## config.mk

```make
export PLATFORM = sky130hd
export DESIGN_NAME = qracc_top
export DESIGN_NICKNAME = d
export VERILOG_FILES = /design/src/hw/qracc_pkg.sv /design/src/hw/twos_to_bipolar.sv /design/src/hw/qr_acc_array.sv /design/src/hw/seq_acc.sv /design/src/hw/qracc_wb_regs.sv /design/src/hw/qracc_top.sv
export VERILOG_INCLUDE_DIRS = /design/src /design/src/hw
export SDC_FILE = /design/constraint.sdc
export NUM_CORES = 2
export LEC_CHECK = 0
export ABC_AREA = 1
export BUFFER_PORTS_ARGS = -buffer_cell sky130_fd_sc_hd__buf_2
export CAP_MARGIN = 15
export CORE_MARGIN = 4
export CORE_UTILIZATION = 63
export CTS_BUF_LIST = sky130_fd_sc_hd__clkbuf_2
export CTS_CLUSTER_SIZE = 16
export DETAILED_ROUTE_END_ITERATION = 6
export PLACE_DENSITY = 0.87
export SLEW_MARGIN = 20
export SYNTH_ARGS = -nofsm -noshare
export SYNTH_HDL_FRONTEND = slang
export SYNTH_SLANG_ARGS = --single-unit
```

## constraint.sdc

```tcl
create_clock -name clk -period 37.1 [get_ports clk]
set_input_delay 1.855 -clock clk [delete_from_list [all_inputs] [get_ports clk]]
set_output_delay 1.855 -clock clk [all_outputs]
set_load 0.01 [all_outputs]
```

## src/hw/qracc_settings.svh

```systemverilog
`ifndef QRACC_SETTINGS_SVH
`define QRACC_SETTINGS_SVH

// Array geometry
`define QRACC_ROWS 16
`define QRACC_COLS 8
`define QRACC_ROW_ADDR_BITS 4

// Input elements and their bit-planes
`define QRACC_INPUT_BITS 5
`define QRACC_TRITS (`QRACC_INPUT_BITS - 1)

// ADC and accumulation
`define QRACC_ADC_BITS 4
`define QRACC_ADC_SHIFT_BITS 2
// One extra bit covers growth from the shift-add
`define QRACC_ACC_BITS ((`QRACC_TRITS - 1) + `QRACC_ADC_BITS + 1)

// Output scaling by the ADC reference range
`define NUM_ADC_REF_RANGE_SHIFTS 1
`define QRACC_OUT_BITS (`QRACC_ACC_BITS + `NUM_ADC_REF_RANGE_SHIFTS)

// Wishbone port, word addressed
`define QRACC_WB_ADR_BITS 5
`define QRACC_WB_DAT_BITS 32
// Rows sit at 0..15, config right above them
`define QRACC_CFG_ADDR 16

`endif

```

## src/hw/qracc_pkg.sv

```systemverilog
`include "qracc_settings.svh"

package qracc_pkg;

    // Datapath element types
    typedef logic signed [`QRACC_INPUT_BITS-1:0] in_elem_t;
    typedef logic [`QRACC_TRITS-1:0] plane_t;
    typedef logic signed [`QRACC_ADC_BITS-1:0] adc_t;
    typedef logic signed [`QRACC_ACC_BITS-1:0] acc_t;
    typedef logic signed [`QRACC_OUT_BITS-1:0] mac_out_t;

    // Weight bit 1 is +1, bit 0 is -1
    typedef logic [`QRACC_COLS-1:0] weight_row_t;
    typedef logic [`QRACC_ROW_ADDR_BITS-1:0] row_addr_t;

    // Array configuration
    typedef struct packed {
        // Arithmetic right shift of column sums before saturation
        logic [`QRACC_ADC_SHIFT_BITS-1:0] adc_shift;
    } qracc_config_t;

    // Register port toward the weight SRAM
    typedef struct packed {
        logic        wen;
        row_addr_t   addr;
        weight_row_t wdata;
    } to_sram_t;

    // Weight SRAM back to the register port
    typedef struct packed {
        weight_row_t rdata;
    } from_sram_t;

    // Wishbone slave FSM
    typedef enum logic {
        IDLE,
        ACK
    } qracc_state_e;

endpackage

```

## src/hw/twos_to_bipolar.sv

```systemverilog
`timescale 1ns/1ps
`include "qracc_settings.svh"

module twos_to_bipolar
    import qracc_pkg::*;
#(
    parameter int NUM_LANES = `QRACC_ROWS
) (
    input  in_elem_t twos_i      [NUM_LANES],
    output plane_t   bipolar_p_o [NUM_LANES],
    output plane_t   bipolar_n_o [NUM_LANES]
);

    localparam int IN_BITS = $bits(in_elem_t);
    localparam int PLANE_BITS = $bits(plane_t);
    // Largest magnitude one plane word holds
    localparam plane_t MAG_MAX = '1;

    always_comb begin
        in_elem_t neg;
        for (int i = 0; i < NUM_LANES; i++) begin
            neg = -twos_i[i];
            if (!twos_i[i][IN_BITS-1]) begin
                // Non-negative goes straight to the positive plane
                bipolar_p_o[i] = twos_i[i][PLANE_BITS-1:0];
                bipolar_n_o[i] = '0;
            end else begin
                bipolar_p_o[i] = '0;
                // Most negative value negates to itself, clamp it
                if (neg[IN_BITS-1]) begin
                    bipolar_n_o[i] = MAG_MAX;
                end else begin
                    bipolar_n_o[i] = neg[PLANE_BITS-1:0];
                end
            end
        end
    end

endmodule

```

## src/hw/qr_acc_array.sv

```systemverilog
`timescale 1ns/1ps
`include "qracc_settings.svh"

module qr_acc_array
    import qracc_pkg::*;
(
    input  logic                    clk,
    input  logic                    nrst,
    input  qracc_config_t           cfg_i,
    input  logic                    mac_en_i,
    input  logic [`QRACC_ROWS-1:0]  data_p_i,
    input  logic [`QRACC_ROWS-1:0]  data_n_i,
    output adc_t                    adc_out_o [`QRACC_COLS],
    input  to_sram_t                to_sram_i,
    output from_sram_t              from_sram_o
);

    localparam int ROWS = `QRACC_ROWS;
    localparam int COLS = `QRACC_COLS;
    // Column sum spans -ROWS..ROWS
    localparam int SUM_BITS = $clog2(ROWS) + 2;
    localparam int ADC_BITS = $bits(adc_t);
    localparam int CODE_LIMIT = 2 ** (ADC_BITS - 1);
    localparam logic signed [SUM_BITS-1:0] CODE_MAX = SUM_BITS'(CODE_LIMIT - 1);
    localparam logic signed [SUM_BITS-1:0] CODE_MIN = SUM_BITS'(-CODE_LIMIT);

    weight_row_t sram_q [ROWS];
    weight_row_t rdata_q;
    logic signed [SUM_BITS-1:0] col_sum [COLS];
    adc_t adc_d [COLS];

    // Weight SRAM, one row per input element
    always_ff @(posedge clk) begin
        if (to_sram_i.wen) begin
            sram_q[to_sram_i.addr] <= to_sram_i.wdata;
        end
        rdata_q <= sram_q[to_sram_i.addr];
    end

    assign from_sram_o = '{rdata: rdata_q};

    // Signed dot product of the current plane bits per column
    always_comb begin
        for (int c = 0; c < COLS; c++) begin
            col_sum[c] = '0;
            for (int r = 0; r < ROWS; r++) begin
                // Row drives +1 or -1 only when exactly one plane is set
                if (data_p_i[r] != data_n_i[r]) begin
                    if (sram_q[r][c] == data_p_i[r]) begin
                        col_sum[c] = col_sum[c] + SUM_BITS'(1);
                    end else begin
                        col_sum[c] = col_sum[c] - SUM_BITS'(1);
                    end
                end
            end
        end
    end

    // ADC model: range shift then clamp to the code range
    always_comb begin
        logic signed [SUM_BITS-1:0] shifted;
        for (int c = 0; c < COLS; c++) begin
            shifted = col_sum[c] >>> cfg_i.adc_shift;
            if (shifted > CODE_MAX) begin
                adc_d[c] = adc_t'(CODE_MAX);
            end else if (shifted < CODE_MIN) begin
                adc_d[c] = adc_t'(CODE_MIN);
            end else begin
                adc_d[c] = adc_t'(shifted);
            end
        end
    end

    // Codes are held between conversions
    always_ff @(posedge clk) begin
        if (!nrst) begin
            adc_out_o <= '{default: '0};
        end else if (mac_en_i) begin
            adc_out_o <= adc_d;
        end
    end

    // Converter and PISO never put one row on both planes
    a_planes_exclusive: assert property (
        @(posedge clk) disable iff (!nrst)
        mac_en_i |-> ((data_p_i & data_n_i) == '0)
    );

endmodule

```

## src/hw/seq_acc.sv

```systemverilog
`timescale 1ns/1ps
`include "qracc_settings.svh"

module seq_acc
    import qracc_pkg::*;
(
    input  logic          clk,
    input  logic          nrst,
    input  qracc_config_t cfg_i,

    // Input vector stream
    input  in_elem_t      mac_data_i [`QRACC_ROWS],
    input  logic          mac_valid_i,
    output logic          ready_o,

    // Result pulse
    output logic          valid_o,
    output mac_out_t      mac_data_o [`QRACC_COLS],

    // Weight SRAM port
    input  to_sram_t      to_sram_i,
    output from_sram_t    from_sram_o
);

    localparam int ROWS = `QRACC_ROWS;
    localparam int COLS = `QRACC_COLS;
    localparam int TRITS = `QRACC_TRITS;
    // Planes, then one ADC stage and one accumulate stage
    localparam int STAGES = TRITS + 2;
    // ADC code enters the accumulator at its top bits
    localparam int ACC_ALIGN = `QRACC_ACC_BITS - `QRACC_ADC_BITS - 1;

    logic [STAGES-1:0] pipeline_tracker;
    plane_t piso_p_q [ROWS];
    plane_t piso_n_q [ROWS];
    plane_t piso_p_d [ROWS];
    plane_t piso_n_d [ROWS];
    logic [ROWS-1:0] data_p;
    logic [ROWS-1:0] data_n;
    adc_t adc_out [COLS];
    acc_t accumulator [COLS];
    logic mac_en;
    logic accept;

    twos_to_bipolar #(
        .NUM_LANES(ROWS)
    ) u_twos_to_bipolar (
        .twos_i     (mac_data_i),
        .bipolar_p_o(piso_p_d),
        .bipolar_n_o(piso_n_d)
    );

    qr_acc_array u_qr_acc_array (
        .clk        (clk),
        .nrst       (nrst),
        .cfg_i      (cfg_i),
        .mac_en_i   (mac_en),
        .data_p_i   (data_p),
        .data_n_i   (data_n),
        .adc_out_o  (adc_out),
        .to_sram_i  (to_sram_i),
        .from_sram_o(from_sram_o)
    );

    assign accept = mac_valid_i && ready_o;

    // PISO buffers, LSB plane first
    always_ff @(posedge clk) begin
        for (int r = 0; r < ROWS; r++) begin
            if (accept) begin
                piso_p_q[r] <= piso_p_d[r];
                piso_n_q[r] <= piso_n_d[r];
            end else begin
                piso_p_q[r] <= piso_p_q[r] >> 1;
                piso_n_q[r] <= piso_n_q[r] >> 1;
            end
        end
    end

    // One bit per vector marching through the stages
    always_ff @(posedge clk) begin
        if (!nrst) begin
            pipeline_tracker <= '0;
        end else begin
            pipeline_tracker <= {pipeline_tracker[STAGES-2:0], accept};
        end
    end

    // Shift-add, so plane k ends up weighted by 2^k
    always_ff @(posedge clk) begin
        if (!nrst) begin
            accumulator <= '{default: '0};
        end else begin
            for (int c = 0; c < COLS; c++) begin
                if (pipeline_tracker[1]) begin
                    accumulator[c] <= acc_t'(adc_out[c]) <<< ACC_ALIGN;
                end else begin
                    accumulator[c] <= (accumulator[c] >>> 1)
                                    + (acc_t'(adc_out[c]) <<< ACC_ALIGN);
                end
            end
        end
    end

    // Busy while a vector still has planes left to stream
    assign ready_o = (pipeline_tracker[TRITS-2:0] == '0);
    assign valid_o = pipeline_tracker[STAGES-1];
    assign mac_en = |pipeline_tracker[TRITS-1:0];

    always_comb begin
        for (int r = 0; r < ROWS; r++) begin
            data_p[r] = piso_p_q[r][0];
            data_n[r] = piso_n_q[r][0];
        end
        for (int c = 0; c < COLS; c++) begin
            mac_data_o[c] = mac_out_t'(accumulator[c]) <<< `NUM_ADC_REF_RANGE_SHIFTS;
        end
    end

    a_valid_single: assert property (
        @(posedge clk) disable iff (!nrst)
        valid_o |=> !valid_o
    );

    // Accepts are spaced by at least one full plane sequence
    a_accept_spacing: assert property (
        @(posedge clk) disable iff (!nrst)
        accept |=> (!accept) [*TRITS-1]
    );

endmodule

```

## src/hw/qracc_wb_regs.sv

```systemverilog
`timescale 1ns/1ps
`include "qracc_settings.svh"

module qracc_wb_regs
    import qracc_pkg::*;
(
    input  logic                          clk,
    input  logic                          nrst,
    input  logic                          wb_cyc_i,
    input  logic                          wb_stb_i,
    input  logic                          wb_we_i,
    input  logic [`QRACC_WB_ADR_BITS-1:0] wb_adr_i,
    input  logic [`QRACC_WB_DAT_BITS-1:0] wb_dat_i,
    output logic [`QRACC_WB_DAT_BITS-1:0] wb_dat_o,
    output logic                          wb_ack_o,
    output qracc_config_t                 cfg_o,
    output to_sram_t                      to_sram_o,
    input  from_sram_t                    from_sram_i
);

    localparam int ADR_BITS = `QRACC_WB_ADR_BITS;
    localparam int DAT_BITS = `QRACC_WB_DAT_BITS;
    localparam int ROW_BITS = $bits(row_addr_t);
    localparam logic [ADR_BITS-1:0] CFG_ADDR = ADR_BITS'(`QRACC_CFG_ADDR);

    qracc_state_e state_q;
    qracc_state_e state_d;
    logic [ADR_BITS-1:0] adr_q;
    qracc_config_t cfg_q;
    logic req;
    logic row_sel;

    // New request only taken from IDLE
    assign req = wb_cyc_i && wb_stb_i && (state_q == IDLE);
    assign row_sel = (wb_adr_i[ADR_BITS-1:ROW_BITS] == '0);

    always_comb begin
        case (state_q)
            IDLE:    state_d = req ? ACK : IDLE;
            ACK:     state_d = IDLE;
            default: state_d = IDLE;
        endcase
    end

    always_ff @(posedge clk) begin
        if (!nrst) begin
            state_q <= IDLE;
            cfg_q <= '0;
        end else begin
            state_q <= state_d;
            if (req && wb_we_i && (wb_adr_i == CFG_ADDR)) begin
                cfg_q.adc_shift <= wb_dat_i[$bits(cfg_q.adc_shift)-1:0];
            end
        end
    end

    // Address kept for the read mux in the ACK cycle
    always_ff @(posedge clk) begin
        if (req) begin
            adr_q <= wb_adr_i;
        end
    end

    // Array registers the addressed row on the same edge
    assign to_sram_o.wen = req && wb_we_i && row_sel;
    assign to_sram_o.addr = wb_adr_i[ROW_BITS-1:0];
    assign to_sram_o.wdata = wb_dat_i[$bits(weight_row_t)-1:0];

    assign wb_ack_o = (state_q == ACK);
    assign cfg_o = cfg_q;

    always_comb begin
        if (adr_q[ADR_BITS-1:ROW_BITS] == '0) begin
            wb_dat_o = DAT_BITS'(from_sram_i.rdata);
        end else if (adr_q == CFG_ADDR) begin
            wb_dat_o = DAT_BITS'(cfg_q);
        end else begin
            wb_dat_o = '0;
        end
    end

    a_ack_after_stb: assert property (
        @(posedge clk) disable iff (!nrst)
        wb_ack_o |-> $past(wb_cyc_i && wb_stb_i)
    );

endmodule

```

## src/hw/qracc_top.sv

```systemverilog
`timescale 1ns/1ps
`include "qracc_settings.svh"

module qracc_top
    import qracc_pkg::*;
(
    input  logic                          clk,
    input  logic                          nrst,

    // Wishbone classic slave for weights and config
    input  logic                          wb_cyc_i,
    input  logic                          wb_stb_i,
    input  logic                          wb_we_i,
    input  logic [`QRACC_WB_ADR_BITS-1:0] wb_adr_i,
    input  logic [`QRACC_WB_DAT_BITS-1:0] wb_dat_i,
    output logic [`QRACC_WB_DAT_BITS-1:0] wb_dat_o,
    output logic                          wb_ack_o,

    // MAC stream
    input  in_elem_t                      mac_data_i [`QRACC_ROWS],
    input  logic                          mac_valid_i,
    output logic                          ready_o,
    output logic                          valid_o,
    output mac_out_t                      mac_data_o [`QRACC_COLS]
);

    qracc_config_t cfg;
    to_sram_t to_sram;
    from_sram_t from_sram;

    qracc_wb_regs u_qracc_wb_regs (
        .clk        (clk),
        .nrst       (nrst),
        .wb_cyc_i   (wb_cyc_i),
        .wb_stb_i   (wb_stb_i),
        .wb_we_i    (wb_we_i),
        .wb_adr_i   (wb_adr_i),
        .wb_dat_i   (wb_dat_i),
        .wb_dat_o   (wb_dat_o),
        .wb_ack_o   (wb_ack_o),
        .cfg_o      (cfg),
        .to_sram_o  (to_sram),
        .from_sram_i(from_sram)
    );

    seq_acc u_seq_acc (
        .clk        (clk),
        .nrst       (nrst),
        .cfg_i      (cfg),
        .mac_data_i (mac_data_i),
        .mac_valid_i(mac_valid_i),
        .ready_o    (ready_o),
        .valid_o    (valid_o),
        .mac_data_o (mac_data_o),
        .to_sram_i  (to_sram),
        .from_sram_o(from_sram)
    );

endmodule

```

Word level (Yosys, flattened, before mapping)
Memory sizes are Yosys's and may differ from the RTL's. A register that Yosys moved wholly into a read port is not among the register bits.
Index checks and enable logic that the tools add are counted.

storage, ports and cells
  flip-flop bits (word level) = 110
  memory bits (writable) = 256
  bits of input ports = 123
  output and inout bits = 107
  memories kept = 3

operators by class
  $add $sub $neg = 264
  magnitude comparators = 16
  equal/unequal tests = 146
  shift-type cells = 8
  mux-type cells = 369
  bitwise operators = 35
  reductions and logical operators = 9

memories
  memory                           words  width  read ports  clocked after Yosys merged registers in  wr ports  RTL line            RTL
  u_seq_acc.u_qr_acc_array.sram_q  16     8      17          1                                        1         qr_acc_array.sv:27  weight_row_t sram_q [ROWS];
  u_seq_acc.piso_n_q               16     4      16          0                                        16        seq_acc.sv:35       plane_t piso_n_q [ROWS];
  u_seq_acc.piso_p_q               16     4      16          0                                        16        seq_acc.sv:34       plane_t piso_p_q [ROWS];

operators by type and width
  kind                                                         count
  two-way mux 6 bit                                            256
  adder 6 x 2 -> 6 bit (second input constant)                 120
  subtractor 6 x 2 -> 6 bit (second input constant)            120
  two-way mux 4 bit                                            96
  equality test 1 bit                                          128
  negator 5 bit                                                16
  adder 7 x 7 -> 8 bit                                         8
  two-way mux 8 bit                                            8
  > comparator 6 x 4 -> 1 bit (second input constant)          8
  less-than comparator 6 x 4 -> 1 bit (second input constant)  8
  >>> shifter 6 x 2 -> 6 bit                                   8
  two-way mux 32 bit                                           1
  bitwise OR 1 bit                                             32
  != test 1 bit                                                16
  equality test 5 bit (second input constant)                  2
  logical AND 1 bit                                            6
  two-way mux 1 bit                                            6
  OR reduction 4 bit                                           1
  zero test 3 bit                                              1
  inverter 1 bit                                               3
  two-way mux 2 bit                                            1
  case mux 1 bit (2 select lines)                              1
  OR reduction 2 bit                                           1

Logic depth before layout (Yosys ltp)
An unclocked memory read counts as a cell.

  depth in word-level cells = 53
  mapped depth = 119
  depth with buffers taken out = 119

By module
A second synthesis with hierarchy kept.

second synthesis, totals
  cell total of the unflattened synthesis = 7705
  area total of the unflattened synthesis = 48945.7 µm²

modules (own cells, without submodules)
  module           instances  cells each  area an instance (µm²)  seq. area each (µm²)
  qr_acc_array     1          6278        39048.7                 4644.5
  seq_acc          1          934         7448.4                  3963.8
  twos_to_bipolar  1          400         1761.7                  0.0
  qracc_wb_regs    1          93          686.9                   210.2

Worst setup path before layout
OpenSTA, ideal clock, no wires.

  kind = flip-flop to flip-flop
  start = mem u_seq_acc.piso_n_q[0][0] in the netlist's numbering
  end = reg u_seq_acc.u_qr_acc_array.adc_out_o[30] in the netlist's numbering
  arrival time = 13.268 ns
  required time = 36.991 ns
  setup slack = 23.723 ns
  stages on the path, launching flop included = 66
  buffers on the path = 1
  cell sequence = dfxtp_1 -> inv_2 -> nand2_1 -> nand2_1 -> nand2_2 -> nand2_1 -> clkbuf_1 -> fa_1 -> nand2_1 -> nand2_1 -> fa_1 -> nor2_1 -> a31oi_1 -> fa_1 -> nand2_1 -> nand2_1 -> fa_1 -> nor2_1 -> (+30 left out) -> xnor2_1 -> nand2_1 -> and2_1 -> ha_1 -> a21oi_1 -> nor3_1 -> a211oi_1 -> a21oi_1 -> nor2_1 -> inv_1 -> nand2_1 -> nand2_1 -> nand2_1 -> nand3b_1 -> nand2_1 -> nand3_1 -> nand2_1 -> inv_1

RTL lines
  what                  RTL line            RTL
  start, declared       seq_acc.sv:35
  end signal, assigned  qr_acc_array.sv:77  adc_out_o <= '{default: '0};
  end signal, assigned  qr_acc_array.sv:79  adc_out_o <= adc_d;
  end, declared         qr_acc_array.sv:13  output adc_t adc_out_o [`QRACC_COLS],

==> metrics.cfg <==
[cts]
postCtsHoldBufs = 0
clkTransAtPathRegs_ns = 0.11
clockBufferDepth = 3
cts_num_sinks = 374
clockRootBuffer = sky130_fd_sc_hd__clkbuf_2
postCtsSetupRepairBufs = 0
cts_buffers = 90
worstSkewPairLatency_ns = 1.08
postCtsResizedCells = 0
cts.htree.levels = 3
tritoncts = built

[yosys]
gate_count_post_synth = 7367
yosys_warnings = 0
ys_types = 43
postSynthRegisterBits = 374
syn-cell-area_mm2 = 0.04769
postSynthAreaPerCell_um2 = 6.474
synth-main-ff-cell = sky130_fd_sc_hd__dfxtp_1
post_synth_main_area_contributors = sky130_fd_sc_hd__nand2_1, sky130_fd_sc_hd__ha_1, sky130_fd_sc_hd__dfxtp_1
synth_area_leader_cell = sky130_fd_sc_hd__nand2_1
seq_area_frac_synth_pct = 18.49
number_of_synthesized_flops_with_an_enable_pin = 133
async_flop_share_pct = 0
synth_top_area_share_pct = 17.48

[setup_path]
cp_common_cell = sky130_fd_sc_hd__nand2_1
worst_setup_path_startpoint = u_seq_acc.piso_p_q[0][4]
rrSetupSlack_ns = 21.16
endpoint = u_seq_acc.u_qr_acc_array.adc_out_o[20]
crit-reg2reg-capture = u_seq_acc.u_qr_acc_array.adc_out_o[20]
critical_path.startpoint_type = flop
cp_data_required_time_ns = 38.08
ff2ff_path_depth = 94
critical-path-slowest-cell = sky130_fd_sc_hd__dfxtp_1
setup.worst_path.class = flop to flop
crit_arrival_ns = 16.92
critical_path.max_fanout = 17
worstReg2RegStart = u_seq_acc.piso_p_q[0][4]
critPathMaxStageDelay_ns = 0.77
timing.critical_path.to_type = flop

[sta]
rsz_0062_raised_after_global_routing = no
final_critical_path_required_period_ns = 15.94
finalMaxSlewViolations = 0
timing.final.hold_violations = 0
max_slew_headroom_at_the_worst_pin_pct = 36.18
fin_setup_tns_ns = 0
max_slew.worst_pin.slew_ns = 0.9541
finalCritPeriodShare_pct = 42.96
worst_clock_skew_ns = 0.09079
max_clock_freq_mhz = 62.74
setup_viol = 0
worst_slack_ns = 21.16

[cells_and_area]
drive_gt1_share_pct = 6.237
seq_area_mm2 = 0.008818
finalNetCount = 8235
layout_common_cells = sky130_fd_sc_hd__nand2_1, sky130_fd_sc_hd__inv_1, sky130_fd_sc_hd__nand3_1
leading_cell_type_in_the_layout_fill_and_taps_excluded = sky130_fd_sc_hd__nand2_1
multi_input_area_mm2 = 0.03420
fillers = 6441
area_delta_synth_final_pct = 4.811

[outcome]
run_status = complete, no violations

[min_path]
tightest_hold_check_type = flop to flop

[floorplanning]
die_wd_um = 283.1
rows = 100
initial_utilization_pct = 63.85
top_level_ports = 230
die_area_mm2 = 0.08017
die_span_y_um = 283.1
core_region_area_mm2 = 0.07470

[placed_design]
placement_setup_slack_ns = 21.67
place.gp.congestion = 0.9647
place_hpwl_um = 111100
portBuffers = 173

[routing]
viasPerCell = 5.865
drt-total-wl_um = 139900
dr_total_vias = 49930
drc = 0
detail_route.wl_per_cell_um = 16.43
firstDrtPassIters = 7
final_antenna_net_count = 0
drt_first_iter_violations = 5715

[grt]
first_pass_grt_wire_length_um = 225100
grt_util_all_layers_pct = 33.48
grt-ovfl-total = 0
grt_pass1_vias = 46440
grt_antenna_before_repair = 14
maximum_number_of_pins_on_one_net_before_global_route_repair = 79

[run]
maxCapViolations = 0

==> registers in the layout, summed over array words and instances (netlist names) <==
register,flops
u_qracc_wb_regs.adr_q,5
u_qracc_wb_regs.cfg_o,2
u_qracc_wb_regs.wb_ack_o,1
u_seq_acc.mac_data_o,64
u_seq_acc.pipeline_tracker,6
u_seq_acc.piso_n_q,64
u_seq_acc.piso_p_q,64
u_seq_acc.u_qr_acc_array.adc_out_o,32
u_seq_acc.u_qr_acc_array.from_sram_o,8
u_seq_acc.u_qr_acc_array.sram_q,128
==> worst min-delay path by stage <==
stage | depth (start not counted) | slack (ns) | end | start
floorplan | 2 | 0.39 | u_seq_acc.pipeline_tracker[5] | u_seq_acc.pipeline_tracker[4]
global placement | 2 | 0.41 | u_seq_acc.piso_n_q[0][9] | u_seq_acc.piso_n_q[0][10]
detailed placement | 2 | 0.41 | u_seq_acc.piso_n_q[1][24] | u_seq_acc.piso_n_q[1][25]
CTS | 2 | 0.37 | u_seq_acc.piso_n_q[0][29] | u_seq_acc.piso_n_q[0][30]
global route | 2 | 0.36 | u_seq_acc.piso_n_q[0][29] | u_seq_acc.piso_n_q[0][30]
finish | 2 | 0.38 | u_seq_acc.piso_n_q[0][29] | u_seq_acc.piso_n_q[0][30]
==> cell usage after synthesis, drive strengths merged, types with 11 or more instances <==
| cell type | instances |
|---|---|
| fa | 152 |
| edfxtp | 133 |
| o21bai | 17 |
| clkbuf | 162 |
| nand2 | 2239 |
| nand4 | 46 |
| a21oi | 291 |
| nor3 | 201 |
| or2 | 57 |
| ha | 496 |
| a211oi | 112 |
| dfxtp | 241 |
| clkinv | 15 |
| nand3b | 42 |
| nand3 | 817 |
| inv | 984 |
| a31oi | 31 |
| xor2 | 195 |
| buf | 77 |
| o21ai | 370 |
| xnor2 | 165 |
| a21boi | 11 |
| o22ai | 18 |
| a22oi | 64 |
| nor2 | 385 |
==> layer usage <==
layer / GRT usage [%] / wire (um) / share of wire [%]
met5: 0 / 76 / 0.054
met1: 44.54 / 57410 / 41
met2: 54.63 / 62030 / 44
met4: 12.21 / 4632 / 3.3
met3: 6.125 / 15760 / 11
==> layout make-up <==
cell class	instances	share of cell area [%]
multi-input cells	5786	68.41
clock buffers	138	1.382
well taps	969	2.425
repair buffers	213	2.333
inverters	999	7.501
diodes	8	0.04005
clock inverters	26	0.2653
flip-flops and latches	374	17.64
==> per-stage QoR <==
stage | cell area, um^2 | hold slack (ns) | cells | util (%)
after floorplan | 47810 | 0.3905 | 7398 | -
after global placement | 49150 | 0.4062 | 8341 | 65.79
after detailed placement | 49150 | 0.4105 | 8341 | 65.79
after CTS | 49970 | 0.3687 | 8505 | 66.90
after global routing | 49980 | 0.3633 | 8509 | 66.91
final | 49990 | 0.3846 | 8513 | 66.92
==> critical path, delay by kind of cell (launching register included) <==
family,cells,cell delay [ns]
AND/OR/NAND/NOR,47,5.34
buffers and inverters,20,1.80
adder cells (fa/ha/maj),15,5.09
flip-flops,1,0.77
XOR/XNOR,6,0.91
AO/OA/AOI/OAI,6,1.94
==> cells by family (layout without fill, tap and decap cells) <==
group	Yosys count	count (layout)	synth area share, %
AO/OA/AOI/OAI	940	940	11.22
XOR/XNOR	360	360	6.611
adder cells (fa/ha/maj)	648	648	19.39
buffers and inverters	1238	1376	10.13
flip-flops	374	374	18.49
multiplexers	1	1	0.02099
other	1	40	0.007863
AND/OR/NAND/NOR	3805	3805	34.13
Power is not shown: default switching activity piles up to over one toggle a cycle in this logic, so the estimate is an artifact.
